===== src/common/csam_pkg.sv =====
package csam_pkg;

        localparam int x_w = 16;        // multiplicand width.
        localparam int y_w = 12;        // multiplier width.
        localparam int p_w = x_w + y_w;

        // ~~~~~~~~~~~~~~~~~~~~~~~~~~~~~~~~~~~~~~~~
        // stage payloads
        // ~~~~~~~~~~~~~~~~~~~~~~~~~~~~~~~~~~~~~~~~

        typedef struct packed {
                logic [x_w-1:0] x;
                logic [y_w-1:0] y;
        } operands_t;

        // row r holds x & y[r] at weight 2**r, sign terms already inverted.
        typedef struct packed {
                logic [y_w-1:0][x_w-1:0] row;
        } pp_matrix_t;

        typedef struct packed {
                logic [x_w-1:0] sum;            // sum[i] weighs 2**(y_w-1+i).
                logic [x_w-2:0] carry;          // carry[i] weighs 2**(y_w+i).
                logic [y_w-1:0] low_bits;       // finished product bits.
        } csa_state_t;

        typedef logic signed [p_w-1:0] product_t;

        // ~~~~~~~~~~~~~~~~~~~~~~~~~~~~~~~~~~~~~~~~
        // adder cells
        // ~~~~~~~~~~~~~~~~~~~~~~~~~~~~~~~~~~~~~~~~

        // both cells return the carry in bit 1 and the sum in bit 0.
        function automatic logic [1:0] full_add(input logic a, input logic b, input logic c);
                return {(a & b) | (a & c) | (b & c), a ^ b ^ c};
        endfunction

        function automatic logic [1:0] half_add(input logic a, input logic b);
                return {a & b, a ^ b};
        endfunction

endpackage


===== src/csam/csam_partial_products.sv =====
`timescale 1ns/10ps

module csam_partial_products import csam_pkg::*; (
        input  logic       clk,
        input  logic       rst,
        input  logic       in_valid,
        output logic       in_ready,
        input  operands_t  in_data,
        output logic       pp_valid,
        input  logic       pp_ready,
        output pp_matrix_t pp_data
);

        pp_matrix_t pp_next;

        // ~~~~~~~~~~~~~~~~~~~~~~~~~~~~~~~~~~~~~~~~
        // Baugh-Wooley matrix
        // ~~~~~~~~~~~~~~~~~~~~~~~~~~~~~~~~~~~~~~~~

        // a term is negative when exactly one of its two bits is a sign bit.
        // Those terms are inverted, and the array and final adder add the constant back.
        always_comb begin
                for (int r = 0; r < y_w; r++) begin
                        for (int c = 0; c < x_w; c++) begin
                                pp_next.row[r][c] = in_data.x[c] & in_data.y[r];
                                if ((r == y_w - 1) != (c == x_w - 1)) begin
                                        pp_next.row[r][c] = ~pp_next.row[r][c];
                                end
                        end
                end
        end

        // ~~~~~~~~~~~~~~~~~~~~~~~~~~~~~~~~~~~~~~~~
        // stage register
        // ~~~~~~~~~~~~~~~~~~~~~~~~~~~~~~~~~~~~~~~~

        assign in_ready = !pp_valid || pp_ready;        // empty, or the array takes ours now.

        always_ff @(posedge clk) begin
                if (rst) begin
                        pp_valid <= 1'b0;
                end else if (in_ready) begin
                        pp_valid <= in_valid;
                end
        end

        always_ff @(posedge clk) begin
                if (in_valid && in_ready) begin
                        pp_data <= pp_next;
                end
        end

        // a stalled matrix waits unchanged for the array.
        a_pp_hold: assert property (@(posedge clk) disable iff (rst)
                pp_valid && !pp_ready |=> pp_valid && $stable(pp_data));

endmodule


===== src/csam/csam_array.sv =====
`timescale 1ns/10ps

module csam_array import csam_pkg::*; (
        input  logic       clk,
        input  logic       rst,
        input  logic       pp_valid,
        output logic       pp_ready,
        input  pp_matrix_t pp_data,
        output logic       csa_valid,
        input  logic       csa_ready,
        output csa_state_t csa_data
);

        // the inverted terms leave a constant of 2**27 + 2**15 + 2**11 to add back.
        // The two low ones enter here, on the free inputs of the first row.
        // The result stage adds 2**27 by inverting its last carry.
        localparam logic [x_w-1:0] bw_corr = (x_w'(1) << (x_w - 1)) | (x_w'(1) << (y_w - 1));

        logic [y_w-1:0][x_w-1:0] pp;
        logic [x_w-1:0]          sum_row [1:y_w-1];
        logic [x_w-2:0]          cry_row [1:y_w-1];
        logic [y_w-1:0]          low_bits;
        csa_state_t              csa_next;

        assign pp = pp_data.row;

        // ~~~~~~~~~~~~~~~~~~~~~~~~~~~~~~~~~~~~~~~~
        // carry-save rows
        // ~~~~~~~~~~~~~~~~~~~~~~~~~~~~~~~~~~~~~~~~

        // row k bit j weighs 2**(k+j). Its carry goes one column left, into row k+1.
        for (genvar k = 1; k < y_w; k++) begin : g_row
                assign sum_row[k][x_w-1] = pp[k][x_w-1];        // top term has nothing to add.
                assign low_bits[k] = sum_row[k][0];             // this column is finished.

                for (genvar j = 0; j < x_w - 1; j++) begin : g_cell
                        if (k > 1) begin : g_fa
                                assign {cry_row[k][j], sum_row[k][j]} =
                                        full_add(pp[k][j], sum_row[k-1][j+1], cry_row[k-1][j]);
                        end else if (bw_corr[j+1]) begin : g_corr
                                assign {cry_row[k][j], sum_row[k][j]} =
                                        full_add(pp[k][j], pp[0][j+1], 1'b1);
                        end else begin : g_ha
                                assign {cry_row[k][j], sum_row[k][j]} =
                                        half_add(pp[k][j], pp[0][j+1]);
                        end
                end
        end

        assign low_bits[0] = pp[0][0];

        assign csa_next = {sum_row[y_w-1], cry_row[y_w-1], low_bits};

        // ~~~~~~~~~~~~~~~~~~~~~~~~~~~~~~~~~~~~~~~~
        // stage register
        // ~~~~~~~~~~~~~~~~~~~~~~~~~~~~~~~~~~~~~~~~

        assign pp_ready = !csa_valid || csa_ready;

        always_ff @(posedge clk) begin
                if (rst) begin
                        csa_valid <= 1'b0;
                end else if (pp_ready) begin
                        csa_valid <= pp_valid;
                end
        end

        always_ff @(posedge clk) begin
                if (pp_valid && pp_ready) begin
                        csa_data <= csa_next;
                end
        end

        a_csa_known: assert property (@(posedge clk) disable iff (rst) !$isunknown(csa_valid));

endmodule


===== src/csam/csam_final_adder.sv =====
`timescale 1ns/10ps

module csam_final_adder import csam_pkg::*; (
        input  logic       clk,
        input  logic       rst,
        input  logic       csa_valid,
        output logic       csa_ready,
        input  csa_state_t csa_data,
        output logic       out_valid,
        input  logic       out_ready,
        output product_t   out_data
);

        logic [x_w-2:0] upper;          // product bits 12 to 26.
        logic           cout;
        product_t       product;

        // ~~~~~~~~~~~~~~~~~~~~~~~~~~~~~~~~~~~~~~~~
        // carry-propagate adder
        // ~~~~~~~~~~~~~~~~~~~~~~~~~~~~~~~~~~~~~~~~

        // sum[0] is already low bit 11, so the add starts at sum[1] and carry[0].
        always_comb begin
                {cout, upper[0]} = half_add(csa_data.sum[1], csa_data.carry[0]);
                for (int j = 1; j < x_w - 1; j++) begin
                        {cout, upper[j]} = full_add(csa_data.sum[j+1], csa_data.carry[j], cout);
                end
        end

        // inverting the last carry adds the 2**27 correction term.
        assign product = {~cout, upper, csa_data.low_bits};

        // ~~~~~~~~~~~~~~~~~~~~~~~~~~~~~~~~~~~~~~~~
        // stage register
        // ~~~~~~~~~~~~~~~~~~~~~~~~~~~~~~~~~~~~~~~~

        assign csa_ready = !out_valid || out_ready;

        always_ff @(posedge clk) begin
                if (rst) begin
                        out_valid <= 1'b0;
                end else if (csa_ready) begin
                        out_valid <= csa_valid;
                end
        end

        always_ff @(posedge clk) begin
                if (csa_valid && csa_ready) begin
                        out_data <= product;
                end
        end

        // the product stays put for as long as the consumer stalls.
        a_out_hold: assert property (@(posedge clk) disable iff (rst)
                out_valid && !out_ready |=> out_valid && $stable(out_data));

endmodule


===== src/csam/csam_multiplier.sv =====
`timescale 1ns/10ps

module csam_multiplier import csam_pkg::*; (
        input  logic      clk,
        input  logic      rst,
        input  logic      in_valid,
        output logic      in_ready,
        input  operands_t in_data,
        output logic      out_valid,
        input  logic      out_ready,
        output product_t  out_data
);

        // ~~~~~~~~~~~~~~~~~~~~~~~~~~~~~~~~~~~~~~~~
        // stage links
        // ~~~~~~~~~~~~~~~~~~~~~~~~~~~~~~~~~~~~~~~~

        logic       pp_valid;
        logic       pp_ready;
        pp_matrix_t pp_data;

        logic       csa_valid;
        logic       csa_ready;
        csa_state_t csa_data;

        // ~~~~~~~~~~~~~~~~~~~~~~~~~~~~~~~~~~~~~~~~
        // decode, execute, result
        // ~~~~~~~~~~~~~~~~~~~~~~~~~~~~~~~~~~~~~~~~

        csam_partial_products u_decode (
                .clk      (clk),
                .rst      (rst),
                .in_valid (in_valid),
                .in_ready (in_ready),
                .in_data  (in_data),
                .pp_valid (pp_valid),
                .pp_ready (pp_ready),
                .pp_data  (pp_data)
        );

        csam_array u_execute (
                .clk       (clk),
                .rst       (rst),
                .pp_valid  (pp_valid),
                .pp_ready  (pp_ready),
                .pp_data   (pp_data),
                .csa_valid (csa_valid),
                .csa_ready (csa_ready),
                .csa_data  (csa_data)
        );

        // ready runs back through all three stages in one cycle.
        csam_final_adder u_result (
                .clk       (clk),
                .rst       (rst),
                .csa_valid (csa_valid),
                .csa_ready (csa_ready),
                .csa_data  (csa_data),
                .out_valid (out_valid),
                .out_ready (out_ready),
                .out_data  (out_data)
        );

endmodule


===== config.mk =====
export PLATFORM = sky130hd
export DESIGN_NAME = csam_multiplier
export DESIGN_NICKNAME = d
export VERILOG_FILES = /design/src/common/csam_pkg.sv /design/src/csam/csam_partial_products.sv /design/src/csam/csam_array.sv /design/src/csam/csam_final_adder.sv /design/src/csam/csam_multiplier.sv
export SDC_FILE = /design/constraint.sdc
export NUM_CORES = 1
export LEC_CHECK = 0
export ABC_AREA = 1
export BUFFER_PORTS_ARGS = -buffer_cell sky130_fd_sc_hd__buf_2
export CELL_PAD_IN_SITES_DETAIL_PLACEMENT = 0
export CELL_PAD_IN_SITES_GLOBAL_PLACEMENT = 1
export CORE_UTILIZATION = 52
export CTS_CLUSTER_SIZE = 14
export DETAILED_ROUTE_END_ITERATION = 10
export PLACE_DENSITY_LB_ADDON = 0.1
export SLEW_MARGIN = 0
export SYNTH_ARGS = -nofsm -noshare
export SYNTH_HDL_FRONTEND = slang
export SYNTH_SLANG_ARGS = --single-unit

===== constraint.sdc =====
create_clock -name clk -period 8.8 [get_ports clk]
set_clock_uncertainty 0.1 [all_clocks]
set_input_delay 2.64 -clock clk [delete_from_list [all_inputs] [get_ports clk]]
set_output_delay 2.64 -clock clk [all_outputs]
set_load 0.03 [all_outputs]

# After elaboration in Yosys (flattened, before gate mapping)
# Index checks and enable logic that the tools add are counted.
classes:
  n_bitwise: 1405
  n_reduce_logical: 9
op_table:
  columns: ["operator", "count"]
  rows:
  - ["1-bit bitwise AND", 700]
  - ["1-bit bitwise XOR", 344]
  - ["1-bit bitwise OR", 332]
  - ["1-bit NOT", 29]
  - ["1-bit logical AND", 3]
  - ["1-bit zero test", 3]
  - ["1-bit logical OR", 3]
totals:
  ff_bits: 266
  in_bits: 32
  output_inout_bits: 30
  elab_cells: 1433

# Longest topological paths before layout
logic_depth:
  ltp_word: 44
  mapped_depth: 16
  ltp_nobuf: 16

# Modules after synthesis
# A second synthesis with hierarchy kept.
unflattened:
  cells_unflattened: 970
  hier_area_um2: 13745.7
modules_own_cells:
  columns: ["mod", "n_inst", "cells_each", "area_each_um2", "seq_area_each_um2"]
  rows:
  - ["csam_partial_products", 1, 596, 7641.1, 5785.5]
  - ["csam_array", 1, 324, 4919.7, 1281.2]
  - ["csam_final_adder", 1, 50, 1184.9, 860.8]

# Least setup slack after synthesis
# OpenSTA, ideal clock, no wires.
synth_path:
  path_kind: "input to register"
  startpoint: "input out_ready"
  endpoint: "register, netlist name u_decode.pp_data[0]"
  setup_time_ns: 0.544
  t_arrival_ns: 6.689
  t_required_ns: 8.156
  path_slack_ns: 1.467
  path_stages: 4
  path_buffers: 0
  cell_sequence: "inv_1 nand4_2 nand2_1 inv_1"
synth_via:
  elab_chain_cells: 4
synth_rtl:
  columns: ["item", "line", "rtl"]
  rows:
  - ["start, declared", "csam_multiplier.sv:10", "input logic out_ready,"]
  - ["1-bit logical OR", "csam_final_adder.sv:37", "assign csa_ready = !out_valid || out_ready;"]
  - ["1-bit logical OR", "csam_array.sv:58", "assign pp_ready = !csa_valid || csa_ready;"]
  - ["1-bit logical OR", "csam_partial_products.sv:37", "assign in_ready = !pp_valid || pp_ready;"]
  - ["named net in_ready", "csam_multiplier.sv:7", "output logic in_ready,"]
  - ["1-bit logical AND", "csam_partial_products.sv:48", "if (in_valid && in_ready) begin"]
# The timed path passes the listed nets, and every way through them passes these cells.
# A chain may end at the register's enable or synchronous reset.

# Worst setup path in the final report
layout_path:
  startpoint: "register, netlist name u_execute.csa_data[12]"
  endpoint: "register u_result.out_data[26], data pin"
layout_via:
  elab_chain_cells: 41
  word_cells_on_any_way: 54
  cone_classes: "bitwise: 54"
layout_rtl:
  columns: ["item", "line", "rtl"]
  rows:
  - ["1-bit bitwise AND (*)", "csam_pkg.sv:39", "return {a & b, a ^ b};"]
  - ["1-bit bitwise AND", "csam_pkg.sv:35", "return {(a & b) | (a & c) | (b & c), a ^ b ^ c};"]
  - ["1-bit bitwise OR", "csam_pkg.sv:35", null]
  - ["1-bit bitwise OR (*)", "csam_pkg.sv:35", null]
  - ["1-bit bitwise AND", "csam_pkg.sv:35", null]
  - ["1-bit bitwise OR", "csam_pkg.sv:35", null]
  - ["1-bit bitwise OR (*)", "csam_pkg.sv:35", null]
  - ["1-bit bitwise AND", "csam_pkg.sv:35", null]
  - ["[26 not listed]", null, null]
  - ["1-bit bitwise AND", "csam_pkg.sv:35", null]
  - ["1-bit bitwise OR", "csam_pkg.sv:35", null]
  - ["1-bit bitwise OR (*)", "csam_pkg.sv:35", null]
  - ["1-bit bitwise AND", "csam_pkg.sv:35", null]
  - ["1-bit bitwise OR", "csam_pkg.sv:35", null]
  - ["1-bit bitwise OR (*)", "csam_pkg.sv:35", null]
  - ["1-bit bitwise XOR (*)", "csam_pkg.sv:35", null]
  - ["named net u_result.product[26]", "csam_final_adder.sv:16", "product_t product;"]
  - ["end signal, assigned", "csam_final_adder.sv:49", "out_data <= product;"]
  - ["end, declared", "csam_final_adder.sv:11", "output product_t out_data"]
# Mark *: on every way through the listed nets, which the timed path passes. The rest lies on a longest branch.

==> summary.txt <==
Die area - 26700 sq um
Routed vias - 6306
Number of routed nets with antenna violations - 0
Starting Density - 53.4%
Vias/cell - 4.58
PwrDens - 392 nW/um^2
Post-CTS resize count - 0
First-pass GRT wire length - 34900 um
Met3 Track Usage GR - 2.29%
HP Start - u_execute.csa_data[2]
Synth Cell Area - 13600 sq um
Clock-pin slew on the worst setup and hold paths - 0.06 ns
Critical Path Source - u_execute.csa_data[12]
Worst EP arrival - 6.70 ns
CTS Buf Count - 28
Hold WS - 0.319 ns
All-layer global routing usage - 17.0%
Relative slew slack - 26.4%
Total of max-cap violations - 0
Ports - 62
Clock latency on the worst-skew pair - 0.54 ns
Grt met2 use - 24.6%
Final setup fails - 0
Max Freq - 154 MHz
Worst EP required - 8.98 ns
Syn. warnings - 0
Status - completed
Num rows - 58
Fin nets - 1240
GR peak layer - met1
Design Area, Final - 14800 sq um
Post-DP Area - 14000 sq um
RSZ-0062 raised after global routing - false
CTS max path bufs - 3
CTS Hold Buffers Added - 0
Post-Syn Instances - 974
Post-layout minimum cycle time - 6.51 ns
Die Width - 164 um
P_leak - 6.99 nW
Core Util, Final - 58.4%
Most frequent cells in the layout - 287 x inv_1, 262 x edfxtp_1, 195 x nand2_1, 164 x fa_1, 61 x buf_2
Routed WL - 20800 um
WL/cell - 15.1 um
CTS tree - built
CP Capture Type - flop
Number of DRC markers in iteration 0 - 403
Total clock sinks - 265
Root Buffer - clkbuf_16
Syn-to-layout area delta - 9.37%
GP Congestion - 0.702
HPWL Detailed - 14500 um
Vias in the first global route - 6567
Mapped Nets - 1186
# DRC - 0
Yosys reg bits - 265
Largest net degree at the start of global routing - 151
Layout cell share with drive strength beyond 1 - 9.66%
Setup TNS - 0 ns
Port buffer count - 61
Number of setup buffers added after CTS - 0
DR pass1 iterations - 5
Most common cell after layout, fill and taps aside - inv_1
H-tree depth - 1
Synth cell types - 14
Grt total ovfl - 0
Seq/Total Area, Yosys - 58.4%
Worst hold path class - flop to flop
Startpoint Class - flop
M1 GR Usage - 27.0%
IR drop worst, VDD - 0.000269 V
Core Footprint - 25400 sq um
Register Area - 7930 sq um
Critical path type - flop to flop
Crit Path Max Fanout - 1
Max Slew Vio Count - 0
Area of the multi-input gates - 4260 sq um
Fin crit share - 74.0%
Die Span Y - 164 um
Diode count - 0
RR Startpoint - u_execute.csa_data[12]
Final Hold Viols - 0
Initial antenna violation count - 0
Avg Cell Area, Syn - 13.9 sq um
Pin slew with the least headroom to its limit - 1.10 ns
Fill count - 2046
-- sequential cells by signal (all words and copies together), names as in the netlist --
register / count
u_decode.pp_data: 192
u_execute.csa_data: 42
u_result.out_data: 28
u_decode.pp_valid: 1
u_execute.csa_valid: 1
u_result.out_valid: 1
-- metrics by stage --
step | cells | worst slack [ns] | power (W)
finish | 1376 | 2.29 | 0.00582
CTS | 1376 | 2.26 | 0.00593
global placement | 1328 | 2.33 | 0.00474
global route | 1376 | 2.04 | 0.00635
floorplan | 974 | 1.47 | 0.00396
detailed placement | 1328 | 2.26 | 0.00482
-- Yosys cell counts (all sizes together) --
library cell / number / area, sq um
inv: 288 / 1080
edfxtp: 262 / 7870
nand2: 195 / 732
fa: 164 / 3280
buf: 39 / 298
ha: 16 / 200
a21oi: 4 / 23.8
dfxtp: 3 / 60.1
clkbuf: 1 / 5.00
nand3: 1 / 5.00
nand4: 1 / 12.5
-- cell type report --
type | instances | share of cell area [%]
clock buffers | 36 | 4.92
well taps | 330 | 2.78
clock inverters | 12 | 0.616
repair buffers | 64 | 2.21
multi-input cells | 381 | 28.7
inverters | 288 | 7.34
flip-flops and latches | 265 | 53.4
-- critical path, stage by stage, from the launching register on --
cell	delay (ns)
edfxtp_1	0.37
ha_1	0.22
fa_1	0.39
fa_1	0.40
fa_1	0.40
fa_1	0.40
fa_1	0.40
fa_1	0.39
fa_1	0.39
fa_1	0.40
fa_1	0.39
fa_1	0.39
fa_1	0.39
fa_1	0.39
fa_1	0.39
fa_1	0.45
-- logic make-up after synthesis --
family | share of synthesized area [%]
AND/OR/NAND/NOR | 5.52
AO/OA/AOI/OAI | 0.175
adder cells (fa/ha/maj) | 25.7
flip-flops | 58.4
buffers and inverters | 10.2
-- final timing paths --
| path | to | slack, ns | depth (start not counted) |
|---|---|---|---|
| worst max-delay path | u_result.out_data[26] | 2.29 | 15 |
| worst max register to register | u_result.out_data[26] | 2.29 | 15 |
| worst min register to register | u_result.out_data[2] | 0.32 | 0 |
| worst min-delay path | u_result.out_data[2] | 0.32 | 0 |
-- per-layer routing --
layer,vias up,share of wire (%)
met5,-,0
met4,0,2.0
met3,30,3.4
met2,97,43
met1,3170,51
li1,3009,-
-- power by group --
part | total (W) | switching (W) | internal, W
clock network | 0.00108 | 0.000470 | 0.000611
logic | 0.00280 | 0.00150 | 0.00130
registers | 0.00195 | 0.0000643 | 0.00188
total | 0.00582 | 0.00203 | 0.00379
Power figures use the tool's default switching activity.
